`src/design/pov_pkg.sv`:
```
// shared geometry, colour and timing constants plus the angle and pixel types, imported by all POV blocks
`default_nettype none

package pov_pkg;

    localparam int ROTATIONAL_RES = 1024;             // angular slices in one revolution
    localparam int SCAN_RATE      = 32;               // column steps per half frame
    localparam int NUM_COLS       = 64;               // image width in pixels
    localparam int NUM_ROWS       = 64;               // LEDs on each column
    localparam int RGB_RES        = 9;                // bits per pixel word
    localparam int NUM_ARMS       = 2;                // LED arms on the rotor
    localparam int RADIUS         = 20;               // circle radius in pixels
    localparam int PERIOD_W       = 24;               // revolution period counter width

    // dividing the period by a power of two is just a shift
    localparam int SLICE_SHIFT      = $clog2(ROTATIONAL_RES);
    localparam int SLICE_CNT_W      = PERIOD_W - SLICE_SHIFT; // width of one slice length
    localparam int ARM_SPACING      = ROTATIONAL_RES / NUM_ARMS; // slices between arms
    localparam int CENTER_X         = NUM_COLS / 2;
    localparam int CENTER_Y         = NUM_ROWS / 2;
    localparam int PIXELS_PER_SLICE = NUM_ARMS * 2 * NUM_ROWS; // words shifted per slice
    localparam int PIX_CNT_W        = $clog2(PIXELS_PER_SLICE);

    typedef logic [SLICE_SHIFT-1:0]      theta_t;     // discretized rotor angle
    typedef logic [$clog2(SCAN_RATE)-1:0] col_idx1_t; // left column, 0 to SCAN_RATE-1
    typedef logic [$clog2(SCAN_RATE):0]   col_idx2_t; // right column, SCAN_RATE and up
    typedef logic [RGB_RES-1:0]          pixel_t;

    // index 0 holds the left column and index 1 the right one
    // row 0 of the left column ends up in the lowest bits
    typedef pixel_t [1:0][NUM_ROWS-1:0] column_pair_t;

    localparam pixel_t PIXEL_ON  = '1; // full white for a lit point
    localparam pixel_t PIXEL_OFF = '0;

endpackage

`default_nettype wire

```
`src/design/scan_sequencer.sv`:
```
// turns each slice strobe into the column pair and per arm angles, then strobes the frame load
`timescale 1ns/1ps
`default_nettype none

module scan_sequencer (
    input  logic                                     clk_in,
    input  logic                                     reset,
    input  logic                                     slice_strobe,
    input  pov_pkg::theta_t                          dtheta,
    input  logic                                     locked,
    output pov_pkg::col_idx1_t                       column_index1, // shared left column
    output pov_pkg::col_idx2_t                       column_index2, // shared right column
    output pov_pkg::theta_t [pov_pkg::NUM_ARMS-1:0] arm_theta,     // angle of every arm
    output logic                                     load           // columns are valid now
);
    import pov_pkg::*;

    logic step_tick;

    assign step_tick = slice_strobe && locked;

    always_ff @(posedge clk_in) begin
        if (reset) begin
            column_index1 <= '0;
            arm_theta     <= '0;
            load          <= 1'b0;
        end else begin
            load <= step_tick; // frame blocks settle in the same cycle the registers update
            if (step_tick) begin
                if (dtheta == '0 || column_index1 == col_idx1_t'(SCAN_RATE - 1)) begin
                    column_index1 <= '0; // restart at the hall edge, wrap on the last step
                end else begin
                    column_index1 <= column_index1 + 1'b1;
                end
                for (int k = 0; k < NUM_ARMS; k++) begin
                    // arms sit evenly around the rotor, the sum wraps modulo ROTATIONAL_RES
                    arm_theta[k] <= dtheta + theta_t'(k * ARM_SPACING);
                end
            end
        end
    end

    // the right column sits SCAN_RATE columns to the right of the left one
    assign column_index2 = col_idx2_t'(SCAN_RATE) + col_idx2_t'(column_index1);

    // every load carries the step of its own slice, which keeps the step below SCAN_RATE
    a_step_range: assert property (@(posedge clk_in) disable iff (reset)
        load |-> int'(column_index1) == int'($past(dtheta)) % SCAN_RATE);

endmodule

`default_nettype wire

```
`config.mk`:
```
export PLATFORM = sky130hd
export DESIGN_NAME = scan_sequencer
export DESIGN_NICKNAME = d
export VERILOG_FILES = /design/src/design/pov_pkg.sv /design/src/design/scan_sequencer.sv
export SDC_FILE = /design/constraint.sdc
export NUM_CORES = 1
export LEC_CHECK = 0
export BUFFER_PORTS_ARGS = -buffer_cell sky130_fd_sc_hd__buf_2
export CORE_MARGIN = 5
export CORE_UTILIZATION = 43
export CTS_CLUSTER_DIAMETER = 30
export DETAILED_ROUTE_END_ITERATION = 12
export MAX_ROUTING_LAYER = met4
export PLACE_DENSITY = 0.77
export SETUP_SLACK_MARGIN = 0.05
export SLEW_MARGIN = 20
export SYNTH_ARGS = -nofsm -noshare
export SYNTH_HDL_FRONTEND = slang
export SYNTH_SLANG_ARGS = --single-unit
```
`constraint.sdc`:
```
create_clock -name clk_in -period 1.55 [get_ports clk_in]
set_input_delay 0.3875 -clock clk_in [delete_from_list [all_inputs] [get_ports clk_in]]
set_output_delay 0.3875 -clock clk_in [all_outputs]
set_load 0.02 [all_outputs]
```
# --- Word-level counts from Yosys, hierarchy flattened ---
# Cells that the tools add are included.
classes:
  add_sub_neg: 3
  n_reduce_logical: 3
  n_eq_ne: 1
  mux: 1
ops:
  columns: ["operator", "count"]
  rows:
  - ["$add 10x10->10 const B", 1]
  - ["$logic_not 10->1", 1]
  - ["$add 6x5->6 const A", 1]
  - ["$add 5x1->5 const B", 1]
  - ["$eq 5x5->1 const B", 1]
  - ["$mux 5", 1]
  - ["$logic_and 1x1->1", 1]
  - ["$logic_or 1x1->1", 1]
totals:
  regBits: 26
  out_inout_bits: 32
  elab_cells: 12
  inputBits: 14

# --- Depth between registers and ports, before layout ---
depth:
  word_depth: 3
  depth_mapped: 6
  ltp_nobuf: 6

# --- Worst setup path after synthesis ---
# OpenSTA, ideal clock, no wires.
synth_path:
  kind: "register -> register"
  start: "register column_index1[0]"
  end: "register column_index1[4]"
  setup_time_ps: 59
  slack_ps: 24
  arrival_ps: 1466
  path_stages_with_launch: 6
  t_required_ps: 1491
  path_buffers: 0
  synth_period_minus_slack_ps: 1526
  path_cell_list: "dfxtp_1 ha_1 and3_1 ha_1 nor4b_1 a22o_1"
synth_between:
  elab_chain_cells: 3
  word_cells_on_any_way: 4
  cone_classes: "add/sub: 1; eq/ne: 1; mux: 1; reduce/logical: 1"
synth_rtl:
  columns: ["element", "line_no", "text"]
  rows:
  - ["start, declared", "scan_sequencer.sv:11", "output pov_pkg::col_idx1_t column_index1,"]
  - ["start signal, assigned", "scan_sequencer.sv:33", "column_index1 <= column_index1 + 1'b1;"]
  - ["parallel branches: the longest is 2 deep, another holds $add 5x1->5", null, null]
  - ["$mux 5 (*)", "scan_sequencer.sv:30", "if (dtheta == '0 || column_index1 == col_idx1_t'(SCAN_RATE - 1)) begin"]
# Every way passes the cells marked *.
# A chain may end at the register's enable or synchronous reset.

# --- Worst setup path in the final report ---
layout_path:
  start: "register column_index1[0]"
  end: "register column_index1[0]"
# The elaborated chain is that of the path after synthesis.

==> reports/results.ini <==
[global_routing]
grt_overflow = 0
grt_pass1_wl_um = 3060
grt_pass1_vias = 685
grt_usage = 0.141
antenna_found_initial = 0
grt_max_degree = 18

[route]
drc_errors = 0
via_per_inst = 4.89
num_vias = 768
drt_iter0_markers = 13
wl_um = 2040
antenna_left = 0
drt-pass1-iter-count = 4
wl_per_cell_um = 13.0

[sta]
fin_ws_ps = 106
slew_viol_final = 0
tns_ps = 0
fin_crit_sh = 0.932
rsz0062_at_grt = no
hold_viol = 0
clock_skew_ps = 0.382
whs_ps = 326
finalCriticalPeriod_ps = 1440
fmax_ghz = 0.692
setup_viol = 0

[worst_setup_path]
crit_fanout = 4
r2r_start = column_index1[0]
cp_top_family = simple AND/OR/NAND/NOR gates
slowest_stage = dfxtp_4
worst_ep_arrival_time_ps = 1670
end_kind = flip-flop
slowest_delay_ps = 370
worstSetupStartpointType = flip-flop
critical_path_class = reg2reg
crit_start = column_index1[0]
cp_data_required_time_ps = 1780
path_cells = ha_2, and3_4, ha_4, nor4_4, a22o_1
critPathBufInv = 0

[placed_design]
gp_congestion = 0.717
pre_cts_ws_ps = 1.66
place_hpwl_um = 1510
portBuffers = 44

[clocking]
cts_buffer_depth = 2
clockRootBuffer = clkbuf_4
clk_pin_slew_ps = 100
numCtsBuffers = 3
htree_levels = 1
clock-sinks = 17
cts_tree = built
clock_latency_ps = 280
hold_buffers = 0

[floorplan]
fp.dieH_um = 54.8
initial_core_util = 0.445
io_pins = 46
rows = 16
die_w_um = 54.8
die_area_mm2 = 0.00300
coreArea_mm2 = 0.00194

[synthesis]
ys_types = 28
synth_top_area_frac = 0.394
synth-edff-count = 0
synth_top_family_by_area = simple AND/OR/NAND/NOR gates
syn_avg_cell_area_um2 = 8.81
yosysSeqAreaShare = 0.394
synthAdderAreaFrac = 0.0290
synth_commonest_cells = 22 x nand2_1, 17 x dfxtp_1, 15 x buf_4, 10 x a21oi_1, 4 x nor2_1
synth_compound_area_frac = 0.120
syn_area_um2 = 863
yosys_warnings = 0
ys_seq_elements = 17
synth_flop_cell = dfxtp_1
synth_async_sr_flop_share = 0
synthMuxAreaShare = 0.0116
yosys.area_share.simple = 0.268
syn_nets = 114
synth_most_common_cell = nand2_1
synthTopCellsByArea = dfxtp_1 39%, buf_4 13%, nand2_1 9.6%
synth-xor-area-share = 0
yosysTopAreaCell = dfxtp_1
syn_inst = 98

[power]
power_switching_mw = 0.250
p_int_mw = 0.614
clock_power_share = 0.268
power.density_mw_per_mm2 = 801
comb_power_share = 0.193
vdd_ir_drop_max_mv = 0.501
switching_share = 0.289
seqPwrFrac = 0.538
leakage_nw = 0.506

[worst_hold_path]
worstHoldStart = dtheta[9]
hold_path.class = in2reg

[outcome]
outcome = complete, no violations

[cells_and_area]
diodes = 0
area_growth_pct = 24.9
final_nets = 147
layout-drive-gt1-share = 0.500

[flow_run]
maxCapViolCount = 0

[power groups by stage]
stage | clock (mW) | combinational (mW) | sequential, mW
global placement | 0 | 0.153 | 0.475
detailed placement | 0 | 0.154 | 0.477
floorplan | 0 | 0.0901 | 0.498
global route | 0.265 | 0.181 | 0.468
CTS | 0.236 | 0.156 | 0.467
finish | 0.232 | 0.167 | 0.465
[cells in the final DEF, fill, tap and decap left out]
cell       n
ha_4       1
buf_4      4
a211oi_1   1
nor4b_2    1
nor4_4     2
dfxtp_4    1
nand3_1    3
nand2_1   22
a21oi_1   10
clkbuf_4   3
buf_2     44
nor4b_4    1
a31o_2     1
ha_2       1
a22o_1     3
and3_4     1
clkbuf_1   1
nand4_1    1
nor4_2     1
nor3b_2    1
o21ai_0    1
conb_1     1
and2_4     1
a31oi_1    1
nor2_1     4
mux2i_1    1
nor3_2     1
and4_4     1
dfxtp_1   16
[worst reg2reg max path, cell delays in order, from the launching register on]
cell     delay, ps
dfxtp_4        370
ha_2           200
and3_4         190
ha_4           190
nor4_4         280
a22o_1         170
[cell type report]
type	count	area, um^2
multi-input combinational	61	424
clock buffer	4	26.3
tap	27	33.8
timing repair buffer	48	250
sequential	17	344
fill	192	863
[kinds of logic (layout without fill, tap and decap cells)]
group / after synthesis / after routing
and+or+nand+nor: 40 / 40
buffers and inverters: 20 / 52
AOI/OAI and AO/OA: 17 / 17
other: 1 / 1
adders and majority gates: 2 / 2
muxes: 1 / 1
DFF: 17 / 17
[sequential cells by signal, summed over array words and instances, names as in the netlist]
register,count
arm_theta,11
load,1
column_index1,5
[per-stage QoR]
step | utilization | power (mW) | area [um^2] | std cells
final | 0.555 | 0.864 | 1080 | 157
after global placement | 0.507 | 0.628 | 985 | 151
after detailed placement | 0.507 | 0.631 | 985 | 151
after floorplan | - | 0.589 | 865 | 98
after CTS | 0.528 | 0.859 | 1030 | 155
after global routing | 0.555 | 0.914 | 1080 | 157
[final timing paths]
check,to,depth (start not counted),slack (ps)
hold / removal,arm_theta[19],2,330
setup reg to reg,column_index1[0],5,110
hold reg to reg,arm_theta[1],2,470
setup / recovery,column_index1[0],5,110
[repair_timing]
| action | in CTS | in global routing |
|---|---|---|
| pin swaps | 0 | 3 |
| setup endpoints to repair | 2 | 4 |
| setup buffers | 0 | 2 |
| gates resized for setup | 3 | 6 |
| cloned | 0 | 0 |
[per-layer routing]
| metal | GRT usage | up-vias | share of wire |
|---|---|---|---|
| li1 | - | 384 | - |
| met1 | 0.179 | 354 | 0.39 |
| met2 | 0.226 | 30 | 0.54 |
| met3 | 0.0272 | 0 | 0.073 |
| met4 | 0.0373 | 0 | 0 |
| met5 | - | - | 0 |
Note: power is estimated with default switching activity, not from simulation.
