===== config.mk =====
export PLATFORM = sky130hd
export DESIGN_NAME = theta_tracker
export DESIGN_NICKNAME = d
export VERILOG_FILES = /design/src/design/pov_pkg.sv /design/src/design/theta_tracker.sv
export SDC_FILE = /design/constraint.sdc
export NUM_CORES = 1
export LEC_CHECK = 0
export BUFFER_PORTS_ARGS = -buffer_cell sky130_fd_sc_hd__buf_2
export CAP_MARGIN = 10
export CORE_AREA = 2 2 114 116
export DETAILED_ROUTE_END_ITERATION = 16
export DIE_AREA = 0 0 116 118
export GPL_TIMING_DRIVEN = 0
export REMOVE_ABC_BUFFERS = 1
export SYNTH_ARGS = -nofsm -noshare
export SYNTH_HDL_FRONTEND = slang
export SYNTH_SLANG_ARGS = --single-unit

===== constraint.sdc =====
create_clock -name clk_in -period 6.9 [get_ports clk_in]
set_input_delay 1.38 -clock clk_in [delete_from_list [all_inputs] [get_ports clk_in]]
set_output_delay 1.38 -clock clk_in [all_outputs]
set_load 0.1 [all_outputs]

===== src/design/pov_pkg.sv =====
// shared geometry, colour and timing constants plus the angle and pixel types, imported by all POV blocks
`default_nettype none

package pov_pkg;

    localparam int ROTATIONAL_RES = 1024;             // angular slices in one revolution
    localparam int SCAN_RATE      = 32;               // column steps per half frame
    localparam int NUM_COLS       = 64;               // image width in pixels
    localparam int NUM_ROWS       = 64;               // LEDs on each column
    localparam int RGB_RES        = 9;                // bits per pixel word
    localparam int NUM_ARMS       = 2;                // LED arms on the rotor
    localparam int RADIUS         = 20;               // circle radius in pixels
    localparam int PERIOD_W       = 24;               // revolution period counter width

    // dividing the period by a power of two is just a shift
    localparam int SLICE_SHIFT      = $clog2(ROTATIONAL_RES);
    localparam int SLICE_CNT_W      = PERIOD_W - SLICE_SHIFT; // width of one slice length
    localparam int ARM_SPACING      = ROTATIONAL_RES / NUM_ARMS; // slices between arms
    localparam int CENTER_X         = NUM_COLS / 2;
    localparam int CENTER_Y         = NUM_ROWS / 2;
    localparam int PIXELS_PER_SLICE = NUM_ARMS * 2 * NUM_ROWS; // words shifted per slice
    localparam int PIX_CNT_W        = $clog2(PIXELS_PER_SLICE);

    typedef logic [SLICE_SHIFT-1:0]      theta_t;     // discretized rotor angle
    typedef logic [$clog2(SCAN_RATE)-1:0] col_idx1_t; // left column, 0 to SCAN_RATE-1
    typedef logic [$clog2(SCAN_RATE):0]   col_idx2_t; // right column, SCAN_RATE and up
    typedef logic [RGB_RES-1:0]          pixel_t;

    // index 0 holds the left column and index 1 the right one
    // row 0 of the left column ends up in the lowest bits
    typedef pixel_t [1:0][NUM_ROWS-1:0] column_pair_t;

    localparam pixel_t PIXEL_ON  = '1; // full white for a lit point
    localparam pixel_t PIXEL_OFF = '0;

endpackage

`default_nettype wire


===== src/design/theta_tracker.sv =====
// measures the hall revolution period and slices it into angular steps, feeding the scan sequencer
`timescale 1ns/1ps
`default_nettype none

module theta_tracker (
    input  logic            clk_in,
    input  logic            reset,
    input  logic            hall,          // once per revolution, asynchronous to clk_in
    output logic            slice_strobe,  // one cycle per angular slice
    output pov_pkg::theta_t dtheta,        // slice number since the last hall edge
    output logic            locked         // high once a full period has been measured
);
    import pov_pkg::*;

    logic                   hall_meta;
    logic                   hall_sync;
    logic                   hall_prev;
    logic                   hall_rise;
    logic                   first_seen;   // at least one hall edge has arrived
    logic [PERIOD_W-1:0]    period_cnt;   // cycles since the last edge
    logic [PERIOD_W-1:0]    period_reg;   // last full revolution in cycles
    logic [SLICE_CNT_W-1:0] slice_len;
    logic [SLICE_CNT_W-1:0] slice_cnt;
    logic                   slice_done;
    logic                   theta_last;

    // two flops for metastability, a third one to find the rising edge
    always_ff @(posedge clk_in) begin
        if (reset) begin
            hall_meta <= 1'b0;
            hall_sync <= 1'b0;
            hall_prev <= 1'b0;
        end else begin
            hall_meta <= hall;
            hall_sync <= hall_meta;
            hall_prev <= hall_sync;
        end
    end

    assign hall_rise  = hall_sync && !hall_prev;
    assign slice_len  = period_reg[PERIOD_W-1:SLICE_SHIFT]; // period / ROTATIONAL_RES
    assign slice_done = (slice_cnt + 1'b1) >= slice_len;    // a zero length strobes every cycle
    assign theta_last = (dtheta == theta_t'(ROTATIONAL_RES - 1));

    always_ff @(posedge clk_in) begin
        if (reset) begin
            first_seen   <= 1'b0;
            locked       <= 1'b0;
            period_cnt   <= '0;
            period_reg   <= '0;
            slice_cnt    <= '0;
            slice_strobe <= 1'b0;
            dtheta       <= '0;
        end else begin
            slice_strobe <= 1'b0;
            if (period_cnt != '1) period_cnt <= period_cnt + 1'b1; // saturate when the rotor stalls
            if (hall_rise) begin
                first_seen   <= 1'b1;
                period_cnt   <= PERIOD_W'(1);   // the edge cycle itself counts as one
                period_reg   <= period_cnt;
                slice_cnt    <= '0;
                dtheta       <= '0;
                locked       <= locked || first_seen;
                slice_strobe <= first_seen;     // slice 0 starts right at the edge
            end else if (locked && !theta_last) begin
                // a slow revolution parks on the last slice until the next edge
                if (slice_done) begin
                    slice_cnt    <= '0;
                    slice_strobe <= 1'b1;
                    dtheta       <= dtheta + 1'b1;
                end else begin
                    slice_cnt <= slice_cnt + 1'b1;
                end
            end
        end
    end

    // dtheta can only return to slice 0 through a hall edge, never by wrapping past the top
    a_theta_no_wrap: assert property (@(posedge clk_in) disable iff (reset)
        (slice_strobe && dtheta == '0) |-> $past(hall_rise));

    // no slices go out before the period is known
    a_strobe_locked: assert property (@(posedge clk_in) disable iff (reset)
        !locked |-> !slice_strobe);

endmodule

`default_nettype wire


=== After elaboration in Yosys (flattened, before gate mapping) ===
Index checks and enable logic that the tools add are counted.

* Register bits after elaboration: 78
* Bits of input ports: 3

* Add/sub/neg operators: 3
* Order comparisons: 1
* Eq/ne operators: 2
* Muxes and demuxes: 6
* Reduce and logical (&&, ||, !) cells: 8

{| class="wikitable"
|+ Operator list
! cell !! number
|-
| 24-bit by 1-bit adder with 24-bit output (second input constant) || 1
|-
| 24-bit != test (second input constant) || 1
|-
| 14-bit by 1-bit adder with 14-bit output (second input constant) || 1
|-
| 14-bit greater-or-equal comparator || 1
|-
| 14-bit 2-to-1 mux || 1
|-
| 10-bit by 1-bit adder with 10-bit output (second input constant) || 1
|-
| 10-bit == test (second input constant) || 1
|-
| 1-bit 2-to-1 mux || 5
|-
| 1-bit logical AND || 2
|-
| 1-bit logical NOT || 2
|-
| 2-bit AND reduction || 1
|-
| 2-bit nonzero test || 1
|-
| 2-bit OR reduction || 1
|-
| 1-bit logical OR || 1
|}

=== Depth between registers and ports, before layout ===
* Depth in word-level cells: 5
* Gate-level depth with buffers: 14

=== Worst setup path before layout ===
No wires, ideal clock.

* Path kind: register to register
* Start: register slice_cnt[6]
* End: register dtheta[8]
* Library setup time: 0.072 ns
* Data arrival time: 2.492 ns
* Required time: 6.828 ns
* Slack: 4.336 ns
* Stages on the path, launching flop included: 13
* Path buffers: 1
* Clock period less this slack: 2.564 ns
* Cells stage by stage: dfxtp_1 > clkbuf_1 > and4_1 > nand2_1 > nor2_1 > xnor2_1 > inv_1 > ha_1 > nand4_1 > nor2_1 > a21oi_2 > a2111oi_2 > mux2i_1

* Word-level cells in the longest chain between the ends: 3

{| class="wikitable"
|+ RTL lines
! item !! RTL line !! text
|-
| from (decl) || theta_tracker.sv:23 || <nowiki>logic [SLICE_CNT_W-1:0] slice_cnt;</nowiki>
|-
| from (signal assigned) || theta_tracker.sv:72 || <nowiki>slice_cnt <= slice_cnt + 1'b1;</nowiki>
|-
| 14-bit by 1-bit adder with 14-bit output || theta_tracker.sv:42 || <nowiki>assign slice_done = (slice_cnt + 1'b1) >= slice_len;</nowiki>
|-
| 14-bit greater-or-equal comparator || theta_tracker.sv:42 ||
|-
| 2-bit AND reduction (no line) || -- ||
|-
| to (signal assigned) || theta_tracker.sv:70 || <nowiki>dtheta <= dtheta + 1'b1;</nowiki>
|-
| to (decl) || theta_tracker.sv:10 || <nowiki>output pov_pkg::theta_t dtheta,</nowiki>
|}

Every way passes these cells.
A chain may end at the register's enable or synchronous reset.

=== Final worst setup path ===
* Start: register slice_cnt[2]
* End: register slice_strobe

* Word-level cells in the longest chain between the ends: 5

{| class="wikitable"
|+ RTL lines
! item !! RTL line !! text
|-
| 14-bit by 1-bit adder with 14-bit output || theta_tracker.sv:42 ||
|-
| 14-bit greater-or-equal comparator || theta_tracker.sv:42 ||
|-
| 1-bit 2-to-1 mux || theta_tracker.sv:67 || <nowiki>if (slice_done) begin</nowiki>
|-
| 1-bit 2-to-1 mux || theta_tracker.sv:65 || <nowiki>end else if (locked && !theta_last) begin</nowiki>
|-
| 1-bit 2-to-1 mux || theta_tracker.sv:57 || <nowiki>if (hall_rise) begin</nowiki>
|-
| to (signal assigned) || theta_tracker.sv:64 || <nowiki>slice_strobe <= first_seen;</nowiki>
|-
| to (decl) || theta_tracker.sv:9 || <nowiki>output logic slice_strobe,</nowiki>
|}

Every way passes these cells.

==> flow_summary.yaml <==
clock_network:
  ctsResizeCount: 0
  ctsRootBufferMaster: "clkbuf_16"
  clk_latency_ns: 0.32
  numCtsBuffers: 9
  cts.path.max_buffers: 2
  cts_hold_buf: 0
  postCtsSetupBuffers: 0
  h-tree-depth: 3
  clkTransAtPathRegs_ns: 0.05
  cts_tree: "built"
  cts.sinks: 68
route:
  drc: 0
  vias: 3077
  antenna_left: 0
  dr.pass1.iters: 4
  dr.first_iter.drc_count: 158
  wirelength_mm: 7.70
  wire_per_inst_um: 12.4
  viasPerCell: 4.97
pwr:
  p_per_area_nw_per_um2: 205
  irDropWorstVdd_uv: 106
  p_total_w: 0.000831
  p_leak_nw: 1.40
final_layout:
  largest_reg_flops: 24
  drive_above_1_share_pct: 7.83
  final_cell_mix: "71 x nand2_1, 68 x dfxtp_1, 44 x a21oi_1, 26 x nand4_1, 25 x nor2_1"
  layout_commonest_cell: "nand2_1"
  area_growth_pct: 11.3
  antennaDiodeCount: 0
  nets: 463
grt:
  grt_pass1_vias: 2829
  antenna_found_initial: 0
  gr-total-overflow: 0
  grt_max_degree: 33
  grtUsageTotal_pct: 11.8
  grt_pass1_wl_mm: 13.3
sta:
  finClkSkew_ns: 0.00669
  relSlewSlack_pct: 20.0
  hold_viol: 0
  slew_violations: 0
  fin_crit_ns: 3.48
  tightestPinTransition_ns: 1.20
  setup_viol: 0
  final.setup.tns_ns: 0
  fmax_mhz: 287
  hold_ws_ns: 0.446
  fin_crit_sh_pct: 50.4
  rsz0062_at_grt: "no"
worst_setup_path:
  setup.worst_path.end_class: "register"
  cp_max_fo: 25
  crit_required_ns: 7.09
  path_class: "reg -> reg"
  r2r_cells: 9
  worst_ep_arrival_time_ns: 3.67
  cp-start-kind: "register"
die:
  die_h_um: 118
  io-pin-count: 15
  core_sq_um: 12400
  die_w_um: 116
  num_rows: 41
  die_area_sq_um: 13700
  start_util_pct: 29.4
logic_synthesis:
  seq_area_frac_synth_pct: 37.3
  synth-main-ff-cell: "dfxtp_1"
  ys_warn_count: 0
  syn_area_per_cell_sq_um: 8.20
  synthArstFlopShare_pct: 0
  synthCells: 445
  synth_edf_count: 0
  synthDistinctLibCells: 43
  synth.cell_area_sq_um: 3650
  ys_ff_latch: 68
place:
  dp_hpwl_mm: 5.26
  routabilityCongestion: 0.793
  io_buffers: 14
run_status:
  outcome: "completed"
min_path:
  hp-class: "reg -> reg"
  hold_path_depth: 1
run:
  cap_violations: 0
[worst max-delay path: stages, from the launching register on]
cell	delay [ns]
dfxtp_1	0.45
and4_1	0.42
nand4_1	0.23
xnor2_1	0.23
ha_1	0.28
a21oi_1	0.15
o221ai_1	0.15
a21oi_2	0.89
a21oi_1	0.33
o2bb2ai_1	0.21
[kinds of logic after synthesis]
logic type / synth area share, %
and+or+nand+nor: 27.3
AOI/OAI and AO/OA: 13.4
DFF: 37.3
buffers and inverters: 5.83
xor gates and xnor gates: 7.20
adders and majority gates: 6.18
muxes: 2.74
[layout make-up]
cell class | instances | area (sq um)
clock buffers | 14 | 254
clock inverters | 2 | 10.0
fillers | 1344 | 8350
inverters | 17 | 63.8
multi-input cells | 331 | 2080
flip-flops and latches | 68 | 1360
well taps | 172 | 215
repair buffers | 15 | 77.6
[power breakdown]
| group | internal, W | leakage [nW] | switching (W) | total (W) |
|---|---|---|---|---|
| Combinational | 0.00000647 | 0.719 | 0.0000188 | 0.0000253 |
| Clock | 0.000252 | 0.131 | 0.000155 | 0.000407 |
| Sequential | 0.000396 | 0.549 | 0.00000295 | 0.000399 |
[through the flow]
| step | instances | setup WS (ns) | utilization (%) | area, sq um |
|---|---|---|---|---|
| global placement | 602 | 3.48 | 30.5 | 3780 |
| finish | 619 | 3.42 | 32.7 | 4060 |
| detailed placement | 603 | 3.38 | 30.6 | 3790 |
| floorplan | 416 | 4.14 | - | 3500 |
| CTS | 619 | 3.44 | 32.7 | 4060 |
| global route | 619 | 3.09 | 32.7 | 4060 |
[path summary, 6_finish.rpt]
check	from	to	slack, ns
max	slice_cnt[2]$_SDFFE_PP0P_	slice_strobe$_SDFF_PP0_	3.42
min	hall_meta$_SDFF_PP0_	hall_sync$_SDFF_PP0_	0.45
max reg2reg	slice_cnt[2]$_SDFFE_PP0P_	slice_strobe$_SDFF_PP0_	3.42
min reg2reg	hall_meta$_SDFF_PP0_	hall_sync$_SDFF_PP0_	0.45
[Yosys cell counts, types with 10 or more instances]
cell	number	area, sq um
nor2_1	25	93.8
xnor2_1	24	210
mux2i_1	10	100
clkbuf_1	17	63.8
nand3_1	24	120
and4_1	12	105
or3_1	10	62.6
inv_1	17	63.8
a21oi_1	44	220
ha_1	18	225
nand2_1	71	267
nand4_1	26	163
dfxtp_1	68	1360
[metal layers]
metal / routed length, um / GRT usage (%)
met1: 3720 / 16.2
met2: 3680 / 18.7
met3: 206 / 2.16
met4: 89 / 3.57
met5: 0 / 0
Note: power is estimated with default switching activity, not from simulation.
